**config.mk**
```make
export PLATFORM = sky130hd
export DESIGN_NAME = rob
export DESIGN_NICKNAME = d
export VERILOG_FILES = /design/src/hw/rob_pkg.sv /design/src/hw/rob.sv /design/src/hw/rob_commit_sel.sv /design/src/hw/rob_credit.sv /design/src/hw/rob_entry.sv /design/src/hw/rob_ptr.sv
export SDC_FILE = /design/constraint.sdc
export NUM_CORES = 2
export LEC_CHECK = 0
export BUFFER_PORTS_ARGS = -buffer_cell sky130_fd_sc_hd__buf_2
export CORE_MARGIN = 2
export CORE_UTILIZATION = 56
export CTS_CLUSTER_SIZE = 24
export DETAILED_ROUTE_END_ITERATION = 7
export HOLD_SLACK_MARGIN = 0.12
export MAX_ROUTING_LAYER = met4
export PLACE_DENSITY = 0.74
export SLEW_MARGIN = 25
export SYNTH_ARGS = -nofsm -noshare
export SYNTH_HDL_FRONTEND = slang
export SYNTH_SLANG_ARGS = --single-unit
```
**constraint.sdc**
```tcl
create_clock -name i_clk -period 3.2 [get_ports i_clk]
set_input_delay 0 -clock i_clk [delete_from_list [all_inputs] [get_ports i_clk]]
set_output_delay 0 -clock i_clk [all_outputs]
set_load 0.05 [all_outputs]
```
**src/hw/rob_pkg.sv**
```systemverilog
package rob_pkg;

  localparam int VADDR_W = 32;  // One word
  localparam int REG_W   = 5;   // Architectural register index

  // Cause codes follow the RISC-V mcause numbering
  typedef enum logic [3:0] {
    INST_MISALIGN = 4'd0,
    ILLEGAL_INST  = 4'd2,
    BREAKPOINT    = 4'd3,
    LOAD_FAULT    = 4'd5,
    STORE_FAULT   = 4'd7,
    ECALL         = 4'd11   // From machine mode
  } except_t;

endpackage

```
**src/hw/rob.sv**
```systemverilog
module rob
  import rob_pkg::*;
#(
  parameter int ENTRY_N    = 8,
  parameter int DISP_W     = 2,
  parameter int DONE_PORTS = 2
) (
  input  logic                             i_clk,
  input  logic                             i_reset_n,
  input  logic                             i_disp_valid,
  input  logic [VADDR_W-1:0]               i_disp_pc,
  input  logic [DISP_W-1:0]                i_disp_lane_valid,
  input  logic [DISP_W-1:0]                i_disp_rd_valid,
  input  logic [DISP_W-1:0][REG_W-1:0]     i_disp_rd_regidx,
  output logic [$clog2(ENTRY_N):0]         o_new_cmt_id,
  input  logic                             i_done_valid    [DONE_PORTS],
  input  logic [$clog2(ENTRY_N):0]         i_done_cmt_id   [DONE_PORTS],
  input  logic [$clog2(DISP_W)-1:0]        i_done_lane     [DONE_PORTS],
  input  logic                             i_done_redirect [DONE_PORTS],
  input  logic [VADDR_W-1:0]               i_done_target   [DONE_PORTS],
  input  logic                             i_done_except   [DONE_PORTS],
  input  except_t                          i_done_cause    [DONE_PORTS],
  output logic                             o_cmt_valid,
  output logic [$clog2(ENTRY_N):0]         o_cmt_id,
  output logic [DISP_W-1:0]                o_cmt_lanes,
  output logic [DISP_W-1:0]                o_cmt_dead_lanes,
  output logic                             o_cmt_all_dead,
  output logic                             o_cmt_flush,
  output logic [VADDR_W-1:0]               o_cmt_flush_pc,
  output logic                             o_cmt_except,
  output except_t                          o_cmt_cause,
  output logic [VADDR_W-1:0]               o_cmt_epc,
  output logic [DISP_W-1:0]                o_cmt_rd_valid,
  output logic [DISP_W-1:0][REG_W-1:0]     o_cmt_rd_regidx,
  output logic                             o_credit_ret
);

  localparam int IDX_W = $clog2(ENTRY_N);
  localparam int ID_W  = IDX_W + 1;

  logic [ID_W-1:0]  w_in_ptr, w_out_ptr;
  logic [IDX_W-1:0] w_in_idx, w_head;
  logic             w_full, w_empty, w_load, w_live, w_remain, r_kill;

  logic [ENTRY_N-1:0]                w_valid, w_dead, w_all_done;
  logic [VADDR_W-1:0]                w_pc           [ENTRY_N];
  logic [DISP_W-1:0]                 w_lane_valid   [ENTRY_N];
  logic [DISP_W-1:0]                 w_redirect     [ENTRY_N];
  logic [DISP_W-1:0][VADDR_W-1:0]    w_targets      [ENTRY_N];
  logic [DISP_W-1:0]                 w_except       [ENTRY_N];
  except_t [DISP_W-1:0]              w_causes       [ENTRY_N];
  logic [DISP_W-1:0]                 w_rd_valid     [ENTRY_N];
  logic [DISP_W-1:0][REG_W-1:0]      w_rd_regidx    [ENTRY_N];

  logic [DISP_W-1:0]  w_sel_lanes, w_sel_dead;
  logic               w_sel_flush, w_sel_except;
  logic [VADDR_W-1:0] w_sel_flush_pc;

  assign w_in_idx = w_in_ptr[IDX_W-1:0];
  assign w_head   = w_out_ptr[IDX_W-1:0];
  assign w_load   = i_disp_valid && !w_full;  // Never overwrite the head

  rob_ptr #(.ENTRY_N(ENTRY_N)) u_ptr (
    .i_clk       (i_clk),
    .i_reset_n   (i_reset_n),
    .i_in_valid  (i_disp_valid),
    .i_out_valid (o_cmt_valid),
    .o_in_ptr    (w_in_ptr),
    .o_out_ptr   (w_out_ptr),
    .o_full      (w_full),
    .o_empty     (w_empty)
  );

  for (genvar e = 0; e < ENTRY_N; e++) begin : g_entry
    rob_entry #(.ENTRY_N(ENTRY_N), .DISP_W(DISP_W), .DONE_PORTS(DONE_PORTS)) u_entry (
      .i_clk             (i_clk),
      .i_reset_n         (i_reset_n),
      .i_load_valid      (w_load && (w_in_idx == IDX_W'(e))),
      .i_load_pc         (i_disp_pc),
      .i_load_lane_valid (i_disp_lane_valid),
      .i_load_rd_valid   (i_disp_rd_valid),
      .i_load_rd_regidx  (i_disp_rd_regidx),
      .i_load_dead       (o_cmt_flush),  // Wrong path if it arrives with the flush
      .i_slot_id         (IDX_W'(e)),
      .i_done_valid      (i_done_valid),
      .i_done_cmt_id     (i_done_cmt_id),
      .i_done_lane       (i_done_lane),
      .i_done_redirect   (i_done_redirect),
      .i_done_target     (i_done_target),
      .i_done_except     (i_done_except),
      .i_done_cause      (i_done_cause),
      .i_commit_finish   (o_cmt_valid && (w_head == IDX_W'(e))),
      .i_kill            (o_cmt_flush),
      .o_valid           (w_valid[e]),
      .o_dead            (w_dead[e]),
      .o_all_done        (w_all_done[e]),
      .o_pc              (w_pc[e]),
      .o_lane_valid      (w_lane_valid[e]),
      .o_done_lanes      (),
      .o_redirect_lanes  (w_redirect[e]),
      .o_targets         (w_targets[e]),
      .o_except_lanes    (w_except[e]),
      .o_causes          (w_causes[e]),
      .o_rd_valid        (w_rd_valid[e]),
      .o_rd_regidx       (w_rd_regidx[e])
    );
  end

  rob_commit_sel #(.DISP_W(DISP_W)) u_sel (
    .i_redirect_lanes (w_redirect[w_head]),
    .i_except_lanes   (w_except[w_head]),
    .i_targets        (w_targets[w_head]),
    .i_causes         (w_causes[w_head]),
    .i_pc             (w_pc[w_head]),
    .o_sel_lanes      (w_sel_lanes),
    .o_dead_lanes     (w_sel_dead),
    .o_flush          (w_sel_flush),
    .o_flush_pc       (w_sel_flush_pc),
    .o_except         (w_sel_except),
    .o_cause          (o_cmt_cause),
    .o_epc            (o_cmt_epc)
  );

  rob_credit #(.ENTRY_N(ENTRY_N)) u_credit (
    .i_clk        (i_clk),
    .i_reset_n    (i_reset_n),
    .i_disp_valid (i_disp_valid),
    .i_commit     (o_cmt_valid),
    .o_credit_ret (o_credit_ret)
  );

  assign o_new_cmt_id   = w_in_ptr;
  assign o_cmt_valid    = w_all_done[w_head];  // Dead heads count as done
  assign o_cmt_id       = w_out_ptr;
  assign o_cmt_lanes    = w_lane_valid[w_head];
  assign o_cmt_all_dead = w_valid[w_head] && w_dead[w_head];
  assign w_live         = o_cmt_valid && !w_dead[w_head];

  assign o_cmt_dead_lanes = w_lane_valid[w_head] & (o_cmt_all_dead ? '1 : w_sel_dead);
  assign o_cmt_flush      = w_live && w_sel_flush;
  assign o_cmt_flush_pc   = o_cmt_flush ? w_sel_flush_pc : '0;
  assign o_cmt_except     = w_live && w_sel_except;

  // Trapping lane and everything after it leave the register file alone
  assign o_cmt_rd_valid  = {DISP_W{w_live}} & w_rd_valid[w_head] & w_lane_valid[w_head] &
                           ~w_sel_dead & ~(w_sel_lanes & w_except[w_head]);
  assign o_cmt_rd_regidx = w_rd_regidx[w_head];

  // Younger groups still in flight after the flushing one
  assign w_remain = (w_in_ptr != ID_W'(w_out_ptr + 1'b1)) || i_disp_valid;

  always_ff @(posedge i_clk, negedge i_reset_n) begin
    if (!i_reset_n) begin
      r_kill <= 1'b0;
    end else if (o_cmt_flush && w_remain) begin
      r_kill <= 1'b1;
    end else if (r_kill && (w_empty || !w_dead[w_head])) begin
      r_kill <= 1'b0;
    end
  end

  a_dead_in_kill: assert property (@(posedge i_clk) disable iff (!i_reset_n)
    o_cmt_valid && o_cmt_all_dead |-> r_kill);

endmodule

```
**src/hw/rob_commit_sel.sv**
```systemverilog
module rob_commit_sel
  import rob_pkg::*;
#(
  parameter int DISP_W = 2
) (
  input  logic [DISP_W-1:0]                i_redirect_lanes,
  input  logic [DISP_W-1:0]                i_except_lanes,
  input  logic [DISP_W-1:0][VADDR_W-1:0]   i_targets,
  input  except_t [DISP_W-1:0]             i_causes,
  input  logic [VADDR_W-1:0]               i_pc,
  output logic [DISP_W-1:0]                o_sel_lanes,
  output logic [DISP_W-1:0]                o_dead_lanes,
  output logic                             o_flush,
  output logic [VADDR_W-1:0]               o_flush_pc,
  output logic                             o_except,
  output except_t                          o_cause,
  output logic [VADDR_W-1:0]               o_epc
);

  localparam int LANE_W = $clog2(DISP_W);

  logic [DISP_W-1:0]  w_any;
  logic [VADDR_W-1:0] w_target;
  except_t            w_cause;
  logic [LANE_W-1:0]  w_lane;

  assign w_any       = i_redirect_lanes | i_except_lanes;
  assign o_sel_lanes = w_any & (~w_any + 1'b1);  // Lowest set bit

  // Everything younger than the first redirect or trap
  always_comb begin
    logic seen;
    seen = 1'b0;
    for (int i = 0; i < DISP_W; i++) begin
      o_dead_lanes[i] = seen;
      seen = seen | w_any[i];
    end
  end

  always_comb begin
    w_target = '0;
    w_cause  = INST_MISALIGN;
    w_lane   = '0;
    for (int i = 0; i < DISP_W; i++) begin
      if (o_sel_lanes[i]) begin
        w_target = i_targets[i];
        w_cause  = i_causes[i];
        w_lane   = LANE_W'(i);
      end
    end
  end

  assign o_flush  = |w_any;
  assign o_except = |(o_sel_lanes & i_except_lanes);  // Trap beats redirect on same lane

  assign o_flush_pc = o_except ? '0 : w_target;
  assign o_cause    = o_except ? w_cause : INST_MISALIGN;
  assign o_epc      = o_except ? i_pc + VADDR_W'({w_lane, 2'b00}) : '0;

endmodule

```
**src/hw/rob_credit.sv**
```systemverilog
module rob_credit #(
  parameter int ENTRY_N = 8
) (
  input  logic i_clk,
  input  logic i_reset_n,
  input  logic i_disp_valid,
  input  logic i_commit,
  output logic o_credit_ret
);

  localparam int CNT_W = $clog2(ENTRY_N) + 1;

  logic [CNT_W-1:0] r_outstanding;  // Groups holding a credit

  always_ff @(posedge i_clk, negedge i_reset_n) begin
    if (!i_reset_n) begin
      o_credit_ret <= 1'b0;
    end else begin
      o_credit_ret <= i_commit;
    end
  end

  always_ff @(posedge i_clk, negedge i_reset_n) begin
    if (!i_reset_n) begin
      r_outstanding <= '0;
    end else begin
      case ({i_disp_valid, o_credit_ret})
        2'b10:   r_outstanding <= r_outstanding + 1'b1;
        2'b01:   r_outstanding <= r_outstanding - 1'b1;
        default: r_outstanding <= r_outstanding;
      endcase
    end
  end

  a_credit_max: assert property (@(posedge i_clk) disable iff (!i_reset_n)
    r_outstanding <= CNT_W'(ENTRY_N));
  a_credit_underflow: assert property (@(posedge i_clk) disable iff (!i_reset_n)
    o_credit_ret && !i_disp_valid |-> r_outstanding != '0);

endmodule

```
**src/hw/rob_entry.sv**
```systemverilog
module rob_entry
  import rob_pkg::*;
#(
  parameter int ENTRY_N    = 8,
  parameter int DISP_W     = 2,
  parameter int DONE_PORTS = 2
) (
  input  logic                             i_clk,
  input  logic                             i_reset_n,
  input  logic                             i_load_valid,
  input  logic [VADDR_W-1:0]               i_load_pc,
  input  logic [DISP_W-1:0]                i_load_lane_valid,
  input  logic [DISP_W-1:0]                i_load_rd_valid,
  input  logic [DISP_W-1:0][REG_W-1:0]     i_load_rd_regidx,
  input  logic                             i_load_dead,
  input  logic [$clog2(ENTRY_N)-1:0]       i_slot_id,
  input  logic                             i_done_valid    [DONE_PORTS],
  input  logic [$clog2(ENTRY_N):0]         i_done_cmt_id   [DONE_PORTS],
  input  logic [$clog2(DISP_W)-1:0]        i_done_lane     [DONE_PORTS],
  input  logic                             i_done_redirect [DONE_PORTS],
  input  logic [VADDR_W-1:0]               i_done_target   [DONE_PORTS],
  input  logic                             i_done_except   [DONE_PORTS],
  input  except_t                          i_done_cause    [DONE_PORTS],
  input  logic                             i_commit_finish,
  input  logic                             i_kill,
  output logic                             o_valid,
  output logic                             o_dead,
  output logic                             o_all_done,
  output logic [VADDR_W-1:0]               o_pc,
  output logic [DISP_W-1:0]                o_lane_valid,
  output logic [DISP_W-1:0]                o_done_lanes,
  output logic [DISP_W-1:0]                o_redirect_lanes,
  output logic [DISP_W-1:0][VADDR_W-1:0]   o_targets,
  output logic [DISP_W-1:0]                o_except_lanes,
  output except_t [DISP_W-1:0]             o_causes,
  output logic [DISP_W-1:0]                o_rd_valid,
  output logic [DISP_W-1:0][REG_W-1:0]     o_rd_regidx
);

  localparam int IDX_W = $clog2(ENTRY_N);

  logic [DONE_PORTS-1:0] w_hit;

  always_comb begin
    for (int p = 0; p < DONE_PORTS; p++) begin
      w_hit[p] = i_done_valid[p] && o_valid && (i_done_cmt_id[p][IDX_W-1:0] == i_slot_id);
    end
  end

  always_ff @(posedge i_clk, negedge i_reset_n) begin
    if (!i_reset_n) begin
      o_valid          <= 1'b0;
      o_dead           <= 1'b0;
      o_done_lanes     <= '0;
      o_redirect_lanes <= '0;
      o_except_lanes   <= '0;
    end else if (i_load_valid) begin
      o_valid          <= 1'b1;
      o_dead           <= i_load_dead;
      o_done_lanes     <= ~i_load_lane_valid;  // Empty lanes count as done
      o_redirect_lanes <= '0;
      o_except_lanes   <= '0;
    end else if (i_commit_finish) begin
      o_valid          <= 1'b0;
      o_dead           <= 1'b0;
      o_redirect_lanes <= '0;
      o_except_lanes   <= '0;
    end else begin
      if (i_kill && o_valid) o_dead <= 1'b1;
      for (int p = 0; p < DONE_PORTS; p++) begin
        if (w_hit[p]) begin
          o_done_lanes[i_done_lane[p]] <= 1'b1;
          if (i_done_redirect[p]) o_redirect_lanes[i_done_lane[p]] <= 1'b1;
          if (i_done_except[p]) o_except_lanes[i_done_lane[p]] <= 1'b1;
        end
      end
    end
  end

  always_ff @(posedge i_clk) begin
    if (i_load_valid) begin
      o_pc         <= i_load_pc;
      o_lane_valid <= i_load_lane_valid;
      o_rd_valid   <= i_load_rd_valid;
      o_rd_regidx  <= i_load_rd_regidx;
    end
    for (int p = 0; p < DONE_PORTS; p++) begin
      if (w_hit[p] && i_done_redirect[p]) o_targets[i_done_lane[p]] <= i_done_target[p];
      if (w_hit[p] && i_done_except[p]) o_causes[i_done_lane[p]] <= i_done_cause[p];
    end
  end

  assign o_all_done = o_valid && (o_dead || (&o_done_lanes));

  // A lane is reported once per dispatch
  for (genvar p = 0; p < DONE_PORTS; p++) begin : g_done_once
    a_done_once: assert property (@(posedge i_clk) disable iff (!i_reset_n)
      w_hit[p] |-> !o_done_lanes[i_done_lane[p]]);
  end

endmodule

```
**src/hw/rob_ptr.sv**
```systemverilog
module rob_ptr #(
  parameter int ENTRY_N = 8
) (
  input  logic                     i_clk,
  input  logic                     i_reset_n,
  input  logic                     i_in_valid,
  input  logic                     i_out_valid,
  output logic [$clog2(ENTRY_N):0] o_in_ptr,
  output logic [$clog2(ENTRY_N):0] o_out_ptr,
  output logic                     o_full,
  output logic                     o_empty
);

  localparam int IDX_W = $clog2(ENTRY_N);

  always_ff @(posedge i_clk, negedge i_reset_n) begin
    if (!i_reset_n) begin
      o_in_ptr  <= '0;
      o_out_ptr <= '0;
    end else begin
      if (i_in_valid) o_in_ptr <= o_in_ptr + 1'b1;    // Carry into the wrap bit
      if (i_out_valid) o_out_ptr <= o_out_ptr + 1'b1;
    end
  end

  // Same slot, wrap bits tell full from empty
  assign o_empty = (o_in_ptr == o_out_ptr);
  assign o_full  = (o_in_ptr[IDX_W] != o_out_ptr[IDX_W]) &&
                   (o_in_ptr[IDX_W-1:0] == o_out_ptr[IDX_W-1:0]);

  // Dispatch must hold a credit, commit needs a valid head
  a_no_disp_full: assert property (@(posedge i_clk) disable iff (!i_reset_n)
    !(i_in_valid && o_full));
  a_no_cmt_empty: assert property (@(posedge i_clk) disable iff (!i_reset_n)
    !(i_out_valid && o_empty));

endmodule

```
=== After elaboration in Yosys (flattened, before gate mapping) ===
Index checks and enable logic that the tools add are counted.

* Add/subtract/negate cells: 4
* Order comparisons: 6
* Equal/unequal tests: 38
* Multiplexer cells: 332
* Bitwise logic cells: 61
* Reduce and logical (&&, ||, !) cells: 144

{| class="wikitable"
|+ Operators by type and width
! kind !! number
|-
| $mux 64 || 18
|-
| $bwmux 64 || 16
|-
| $mux 2 || 185
|-
| $mux 32 || 9
|-
| $bmux 64 s3 || 1
|-
| $mux 8 || 18
|-
| $bwmux 8 || 16
|-
| $logic_and 1x1->1 || 104
|-
| $or 2x2->2 || 49
|-
| $bmux 32 s3 || 1
|-
| $demux 32 s1 || 2
|-
| $eq 3x3->1 const B || 16
|-
| $mux 1 || 46
|-
| $add 32x3->32 || 1
|-
| $bmux 10 s3 || 1
|-
| $bmux 2 s3 || 4
|-
| $bmux 8 s3 || 1
|-
| $eq 3x2->1 const B || 8
|-
| $reduce_bool 3->1 || 8
|-
| $mux 10 || 2
|-
| $mux 4 || 5
|-
| $ne 2x1->1 const B || 8
|-
| $reduce_and 2->1 || 8
|-
| $reduce_bool 2->1 || 8
|-
| other kinds (19) || 50
|}

* Register bits after elaboration: 1017
* Bits of input ports: 137
* Output and inout port bits: 97
* Word-level logic and storage cells: 700

=== Logic depth before layout (Yosys ltp) ===
* Depth after elaboration: 14
* Depth in mapped cells: 15
* Mapped depth without buffers: 9

=== Cells and area by module ===
Synthesis repeated with hierarchy kept, for this count alone.

* Cell total of the unflattened synthesis: 3475
* Area total of the unflattened synthesis: 52105.0 um2

{| class="wikitable"
|+ By module, submodules not included
! module !! instances !! cells an instance !! area an instance (um2) !! seq. area each (um2)
|-
| rob_entry at g_entry[1].u_entry ... || 7 || 333 || 5290.1 || 3022.9
|-
| rob || 1 || 554 || 8187.9 || 0.0
|-
| rob_entry at g_entry[0].u_entry || 1 || 332 || 5188.7 || 3022.9
|-
| rob_commit_sel || 1 || 229 || 1290.0 || 0.0
|-
| rob_ptr || 1 || 28 || 382.9 || 200.2
|-
| rob_credit || 1 || 1 || 25.0 || 25.0
|}

=== Least setup slack after synthesis ===
No wires, ideal clock.

* Path type: register to output
* Start point: register u_ptr.o_out_ptr[0]
* End point: output o_cmt_rd_valid[0]
* Arrival: 5038 ps
* Required time: 3200 ps
* Path slack: -1838 ps
* Cell stages (with the launch flop): 12
* Buffers on the path: 6
* Path through: dfrtp_1 > buf_6 > buf_12 > buf_12 > buf_6 > buf_4 > nand2_1 > o22ai_1 > mux4_2 > buf_2 > nand2_1 > a2111oi_0

* Elaborated cells on any way between the ends: 29
* Those cells by class: add/sub: 1; mux: 16; bitwise: 10; reduce/logical: 2

{| class="wikitable"
|+ RTL lines
! what !! line !! source
|-
| from (decl) || rob_ptr.sv:9 || <nowiki>output logic [$clog2(ENTRY_N):0] o_out_ptr,</nowiki>
|-
| from (signal assigned) || rob_ptr.sv:22 || <nowiki>if (i_out_valid) o_out_ptr <= o_out_ptr + 1'b1;</nowiki>
|-
| $bmux 1 s3 || rob.sv:133 || <nowiki>assign o_cmt_valid = w_all_done[w_head];</nowiki>
|-
| $mux 1 (implied by the code) || rob.sv:133 ||
|-
| named net o_cmt_valid || rob.sv:23 || <nowiki>output logic o_cmt_valid,</nowiki>
|-
| $logic_and 1x1->1 || rob.sv:137 || <nowiki>assign w_live = o_cmt_valid && !w_dead[w_head];</nowiki>
|-
| $and 2x2->2 (3 in a row) || rob.sv:145 || <nowiki>assign o_cmt_rd_valid = {DISP_W{w_live}} & w_rd_valid[w_head] & w_lane_valid[w_head] &</nowiki>
|-
| $and 2x2->2 || rob.sv:146 || <nowiki>~w_sel_dead & ~(w_sel_lanes & w_except[w_head]);</nowiki>
|-
| to (decl) || rob.sv:33 || <nowiki>output logic [DISP_W-1:0] o_cmt_rd_valid,</nowiki>
|}

The timed path passes the listed nets, and every way through them passes these cells. The select of a mux whose other input is x is not followed.

=== Worst setup path after layout ===
* Start point: register u_ptr.o_out_ptr[0]
* End point: output o_cmt_epc[15]

* Word-level cells in the longest chain between the ends: 11
* Elaborated cells on any way between the ends: 19
* Those cells by class: add/sub: 2; mux: 11; bitwise: 5; reduce/logical: 1

{| class="wikitable"
|+ Ends and longest elaborated chain
! what !! line !! source
|-
| $not 3->4 (implied by the code) * || rob.sv:110, rob.sv:111, rob.sv:114 ||
|-
| $bmux 2 s3 (on tied branches) || rob.sv:110, rob.sv:111 ||
|-
| $mux 2 (on tied branches) (2 in a row) || rob.sv:110, rob.sv:111 ||
|-
| $or 2x2->2 || rob_commit_sel.sv:27 || <nowiki>assign w_any = i_redirect_lanes | i_except_lanes;</nowiki>
|-
| $not 2->2 || rob_commit_sel.sv:28 || <nowiki>assign o_sel_lanes = w_any & (~w_any + 1'b1);</nowiki>
|-
| $add 2x1->2 || rob_commit_sel.sv:28 ||
|-
| $and 2x2->2 || rob_commit_sel.sv:28 ||
|-
| $mux 1 or $and 2x2->2 (tied branches) || rob_commit_sel.sv:45, rob_commit_sel.sv:54 ||
|-
| $add 32x3->32 or $reduce_or 2->1 (tied branches) || rob_commit_sel.sv:58, rob_commit_sel.sv:54 ||
|-
| $mux 32 * || rob_commit_sel.sv:58 || <nowiki>assign o_epc = o_except ? i_pc + VADDR_W'({w_lane, 2'b00}) : '0;</nowiki>
|-
| to (decl) || rob.sv:32 || <nowiki>output logic [VADDR_W-1:0] o_cmt_epc,</nowiki>
|}

Every way passes the cells marked *; elsewhere a longest branch is shown, timed or not. The select of a mux whose other input is x is not followed.

==> flow_metrics.env <==
export IMPL_cp_num_buf_inv=5
export IMPL_synthTopCellsByArea="dfxtp_1 (25%), edfxtp_1 (24%), mux2i_1 (14%), mux4_2 (12%), a21oi_1 (6.6%)"
export IMPL_rows=106
export IMPL_skew_ps=46.1
export IMPL_synth_largest_area_cell="dfxtp_1"
export IMPL_rr_endpoint="g_entry[7].u_entry.o_dead$_DFFE_PN0P_"
export IMPL_slew_headroom=0.311
export IMPL_htreeDepth=3
export IMPL_crit_reg2reg_launch="u_ptr.o_out_ptr[0]$_DFFE_PN0P_"
export IMPL_vias=35400
export IMPL_critPathMaxStageDelay_ps=560
export IMPL_ios=234
export IMPL_vias_per_cell=6.24
export IMPL_p_per_area_nw_per_um2=1090
export IMPL_dp_hpwl_mm=78.6
export IMPL_numCtsBuffers=102
export IMPL_synth_edf_count=368
export IMPL_outcome="complete, but fails checks"
export IMPL_setup_violations=65
export IMPL_antenna_found_initial=14
export IMPL_crit_top_cell="buf_4"
export IMPL_cts_tree="yes"
export IMPL_syn_inst=4118
export IMPL_worstPathMaxFanout=6
export IMPL_path_clk_slew_ps=60
export IMPL_synth_seq_cells=1017
export IMPL_clock_sinks=1017
export IMPL_initial_core_util=0.564
export IMPL_seq_area_frac_synth=0.519
export IMPL_worst_setup_path_start_kind="flop"
export IMPL_synth_area_um2=47000
export IMPL_async_flop_share=0.0718
export IMPL_core_area_um2=83400
export IMPL_r2r_slack_ps=130
export IMPL_nFillCells=5670
export IMPL_wl_per_cell_um=25.8
export IMPL_yosysWarningCount=0
export IMPL_power_mw=62.6
export IMPL_hp_start="i_disp_pc[6]"
export IMPL_synth_top_area_frac=0.245
export IMPL_syn2layout_area_growth_pct=21.9
export IMPL_holdPathEnd="g_entry[7].u_entry.o_pc[6]$_DFFE_PP_"
export IMPL_grt_pass1_vias=34400
export IMPL_violations="negative setup slack"
export IMPL_synth_cell_types=77
export IMPL_r2r_cells=11
export IMPL_hold_path_depth=2
export IMPL_drt_wl_total_mm=146
export IMPL_fp_dieArea_um2=86300
export IMPL_synth_ff_type="dfxtp_1"
export IMPL_max_freq_ghz=0.273
export IMPL_ant_nets=0
export IMPL_rsz0062_at_grt="yes"
export IMPL_min_period_over_period=1.14
export IMPL_cp_slowest_cell="dfrtp_4"
export IMPL_cp_arrival_ps=3660
export IMPL_setup_slack_ps=-463
export IMPL_final_hold_viol_count=0
export IMPL_cp_required_ps=3200
export IMPL_die_w_um=294
export IMPL_yosysMostFrequentCell="mux2i_1"
export IMPL_hp_class="in -> reg"
export IMPL_drv_slew=0
export IMPL_p_leak_nw=26.1
export IMPL_drtIter0Drc=4002
export IMPL_critPathTopFamily="multiplexers"
export IMPL_clkLatencyLatePin_ps=680
export IMPL_placed_cell_area_um2=50200
export IMPL_grt_usage=0.343
export IMPL_final_cell_area_um2=57300
export IMPL_critical_path_class="reg -> out"
export IMPL_portBuffers=231
export IMPL_synth_nets=4268
export IMPL_yosys_top_cells_count="mux2i_1 (671), nor2_1 (668), a21oi_1 (621)"
export IMPL_max_vdd_ir_drop_mv=0.918
export IMPL_fin_crit_ps=3660
export IMPL_crit_chain="buf_4, buf_6, mux4_2, mux2_4, o211ai_4, inv_2, ha_4, and2_4, buf_4, nand4_1, xnor2_2, nor2_4, buf_8"
export IMPL_avgSynthCellArea_um2=11.4
export IMPL_gp_congestion=0.977
export IMPL_nNetsFinal=4642
export IMPL_die_h_um=294
export IMPL_drv_cap=0
export IMPL_grt_overflow=0
export IMPL_cts_root_buf="clkbuf_16"
export IMPL_grt_start_max_net_pins=69
export IMPL_cp_end_kind="output port"
export IMPL_drc=0
export IMPL_cts_buffer_depth=3
export IMPL_drive_above_1_share=0.229
export IMPL_worst_slew_pin_slew_ps=1030
export IMPL_dr_pass1_iters=6
export IMPL_grt_pass1_wl_mm=216
## metrics by stage
step,worst slack [ps],hold WS [ps],std cells,TNS [ps],utilization
final,-463,133,5674,-19230,0.687
after floorplan,-349,-296,4118,-26430,-
after global routing,-540,142,5673,-24020,0.687
after global placement,38.9,214,5215,0,0.601
after CTS,-432,120,5644,-12900,0.683
after detailed placement,20.2,215,5215,0,0.601
## cell type report
| cell class | instances | area (um^2) | share of cell area |
|---|---|---|---|
| diodes | 16 | 40.0 | 0.000699 |
| clock inverters | 38 | 470 | 0.00821 |
| multi-input cells | 2687 | 21900 | 0.381 |
| flip-flops and latches | 1017 | 24400 | 0.426 |
| repair buffers | 645 | 5980 | 0.104 |
| inverters | 39 | 184 | 0.00321 |
| clock buffers | 152 | 2990 | 0.0522 |
| well taps | 1080 | 1350 | 0.0236 |
## registers in the layout, indices dropped and copies added (netlist names)
register and count:
u_ptr.o_in_ptr 4, g_entry.u_entry.o_redirect_lanes 16, g_entry.u_entry.o_valid 8, g_entry.u_entry.o_rd_regidx 80, u_credit.o_credit_ret 1, g_entry.u_entry.o_pc 256, g_entry.u_entry.o_rd_valid 16, g_entry.u_entry.o_targets 512
g_entry.u_entry.o_causes 64, g_entry.u_entry.o_lane_valid 16, g_entry.u_entry.o_dead 8, g_entry.u_entry.o_except_lanes 16, g_entry.u_entry.o_done_lanes 16, u_ptr.o_out_ptr 4
## worst max path at each step
stage,startpoint,to,slack (ps),cells after the start
4_1_cts,u_ptr.o_out_ptr[0]$_DFFE_PN0P_,o_cmt_epc[30],-430,11
3_5_place_dp,u_ptr.o_out_ptr[0]$_DFFE_PN0P_,o_cmt_epc[23],20,12
6_report,u_ptr.o_out_ptr[0]$_DFFE_PN0P_,o_cmt_epc[15],-460,13
2_1_floorplan,u_ptr.o_out_ptr[0]$_DFFE_PN0P_,o_cmt_epc[31],-350,13
5_1_grt,u_ptr.o_out_ptr[0]$_DFFE_PN0P_,o_cmt_epc[11],-540,14
3_3_place_gp,u_ptr.o_out_ptr[0]$_DFFE_PN0P_,o_cmt_epc[24],40,9
## cells by family (layout without fill, tap and decap cells)
logic type / after synthesis / count (layout) / share of synthesized area
XOR/XNOR: 14 / 14 / 0.00261
buffers and inverters: 415 / 874 / 0.0362
flip-flops: 1017 / 1017 / 0.519
AND/OR/NAND/NOR: 955 / 956 / 0.0822
AO/OA/AOI/OAI: 769 / 769 / 0.0905
adder cells (fa/ha/maj): 13 / 13 / 0.00346
multiplexers: 935 / 935 / 0.266
other: 0 / 16 / 0
## per-layer routing
| metal | track usage | wire length [um] | share of wire | up-vias |
|---|---|---|---|---|
| met5 | - | 0 | 0 | - |
| met4 | 0.139 | 6180 | 0.042 | 0 |
| met3 | 0.0516 | 12700 | 0.086 | 397 |
| met2 | 0.555 | 71000 | 0.49 | 1913 |
| met1 | 0.436 | 56500 | 0.39 | 17300 |
| li1 | - | - | - | 15800 |
## cell usage in the layout, fill, tap and decap left out, types with 8 or more instances in the layout
master         Yosys  final
clkinvlp_4         0     10
clkbuf_1         227     25
nor3_1            15      9
nor2_2             0     31
mux2_2            14     10
nand2_1          198    153
ha_1              13     12
a22oi_1           12     12
dlygate4sd3_1      0    195
nand2_2            0     20
inv_1             37     28
clkbuf_16          0    103
nor2_1           668    634
nand3_1            9      8
diode_2            0     16
o22a_1            33     29
a31oi_1           18     18
buf_2             32    158
dfrtp_1           73     70
mux2i_4            2     11
buf_16             0      9
edfxtp_1         368    368
mux2i_1          671    661
buf_4              6    165
buf_6              3     73
mux4_2           247    247
clkbuf_8           0     22
a21oi_1          621    615
dfxtp_1          576    576
o21ai_0           19     18
buf_12             3     35
nand2_4            0     23
clkinv_2           0     16
## repair_timing
item / in CTS / in global routing
endpoints found under the hold margin: 1058 / 0
pin swaps: 16 / 16
hold buffers: 196 / 0
setup buffers: 33 / 16
cloned: 10 / 0
endpoints found under the setup margin: 72 / 77
gates resized for setup: 204 / 53
## where the power goes
group | total (mW) | switching, mW | leakage [nW] | internal [mW]
sequential | 20.5 | 2.35 | 9.08 | 18.1
clock | 12.3 | 5.23 | 1.70 | 7.07
combinational | 29.9 | 15.9 | 15.3 | 14.0
Note: power is estimated with default switching activity, not from simulation.
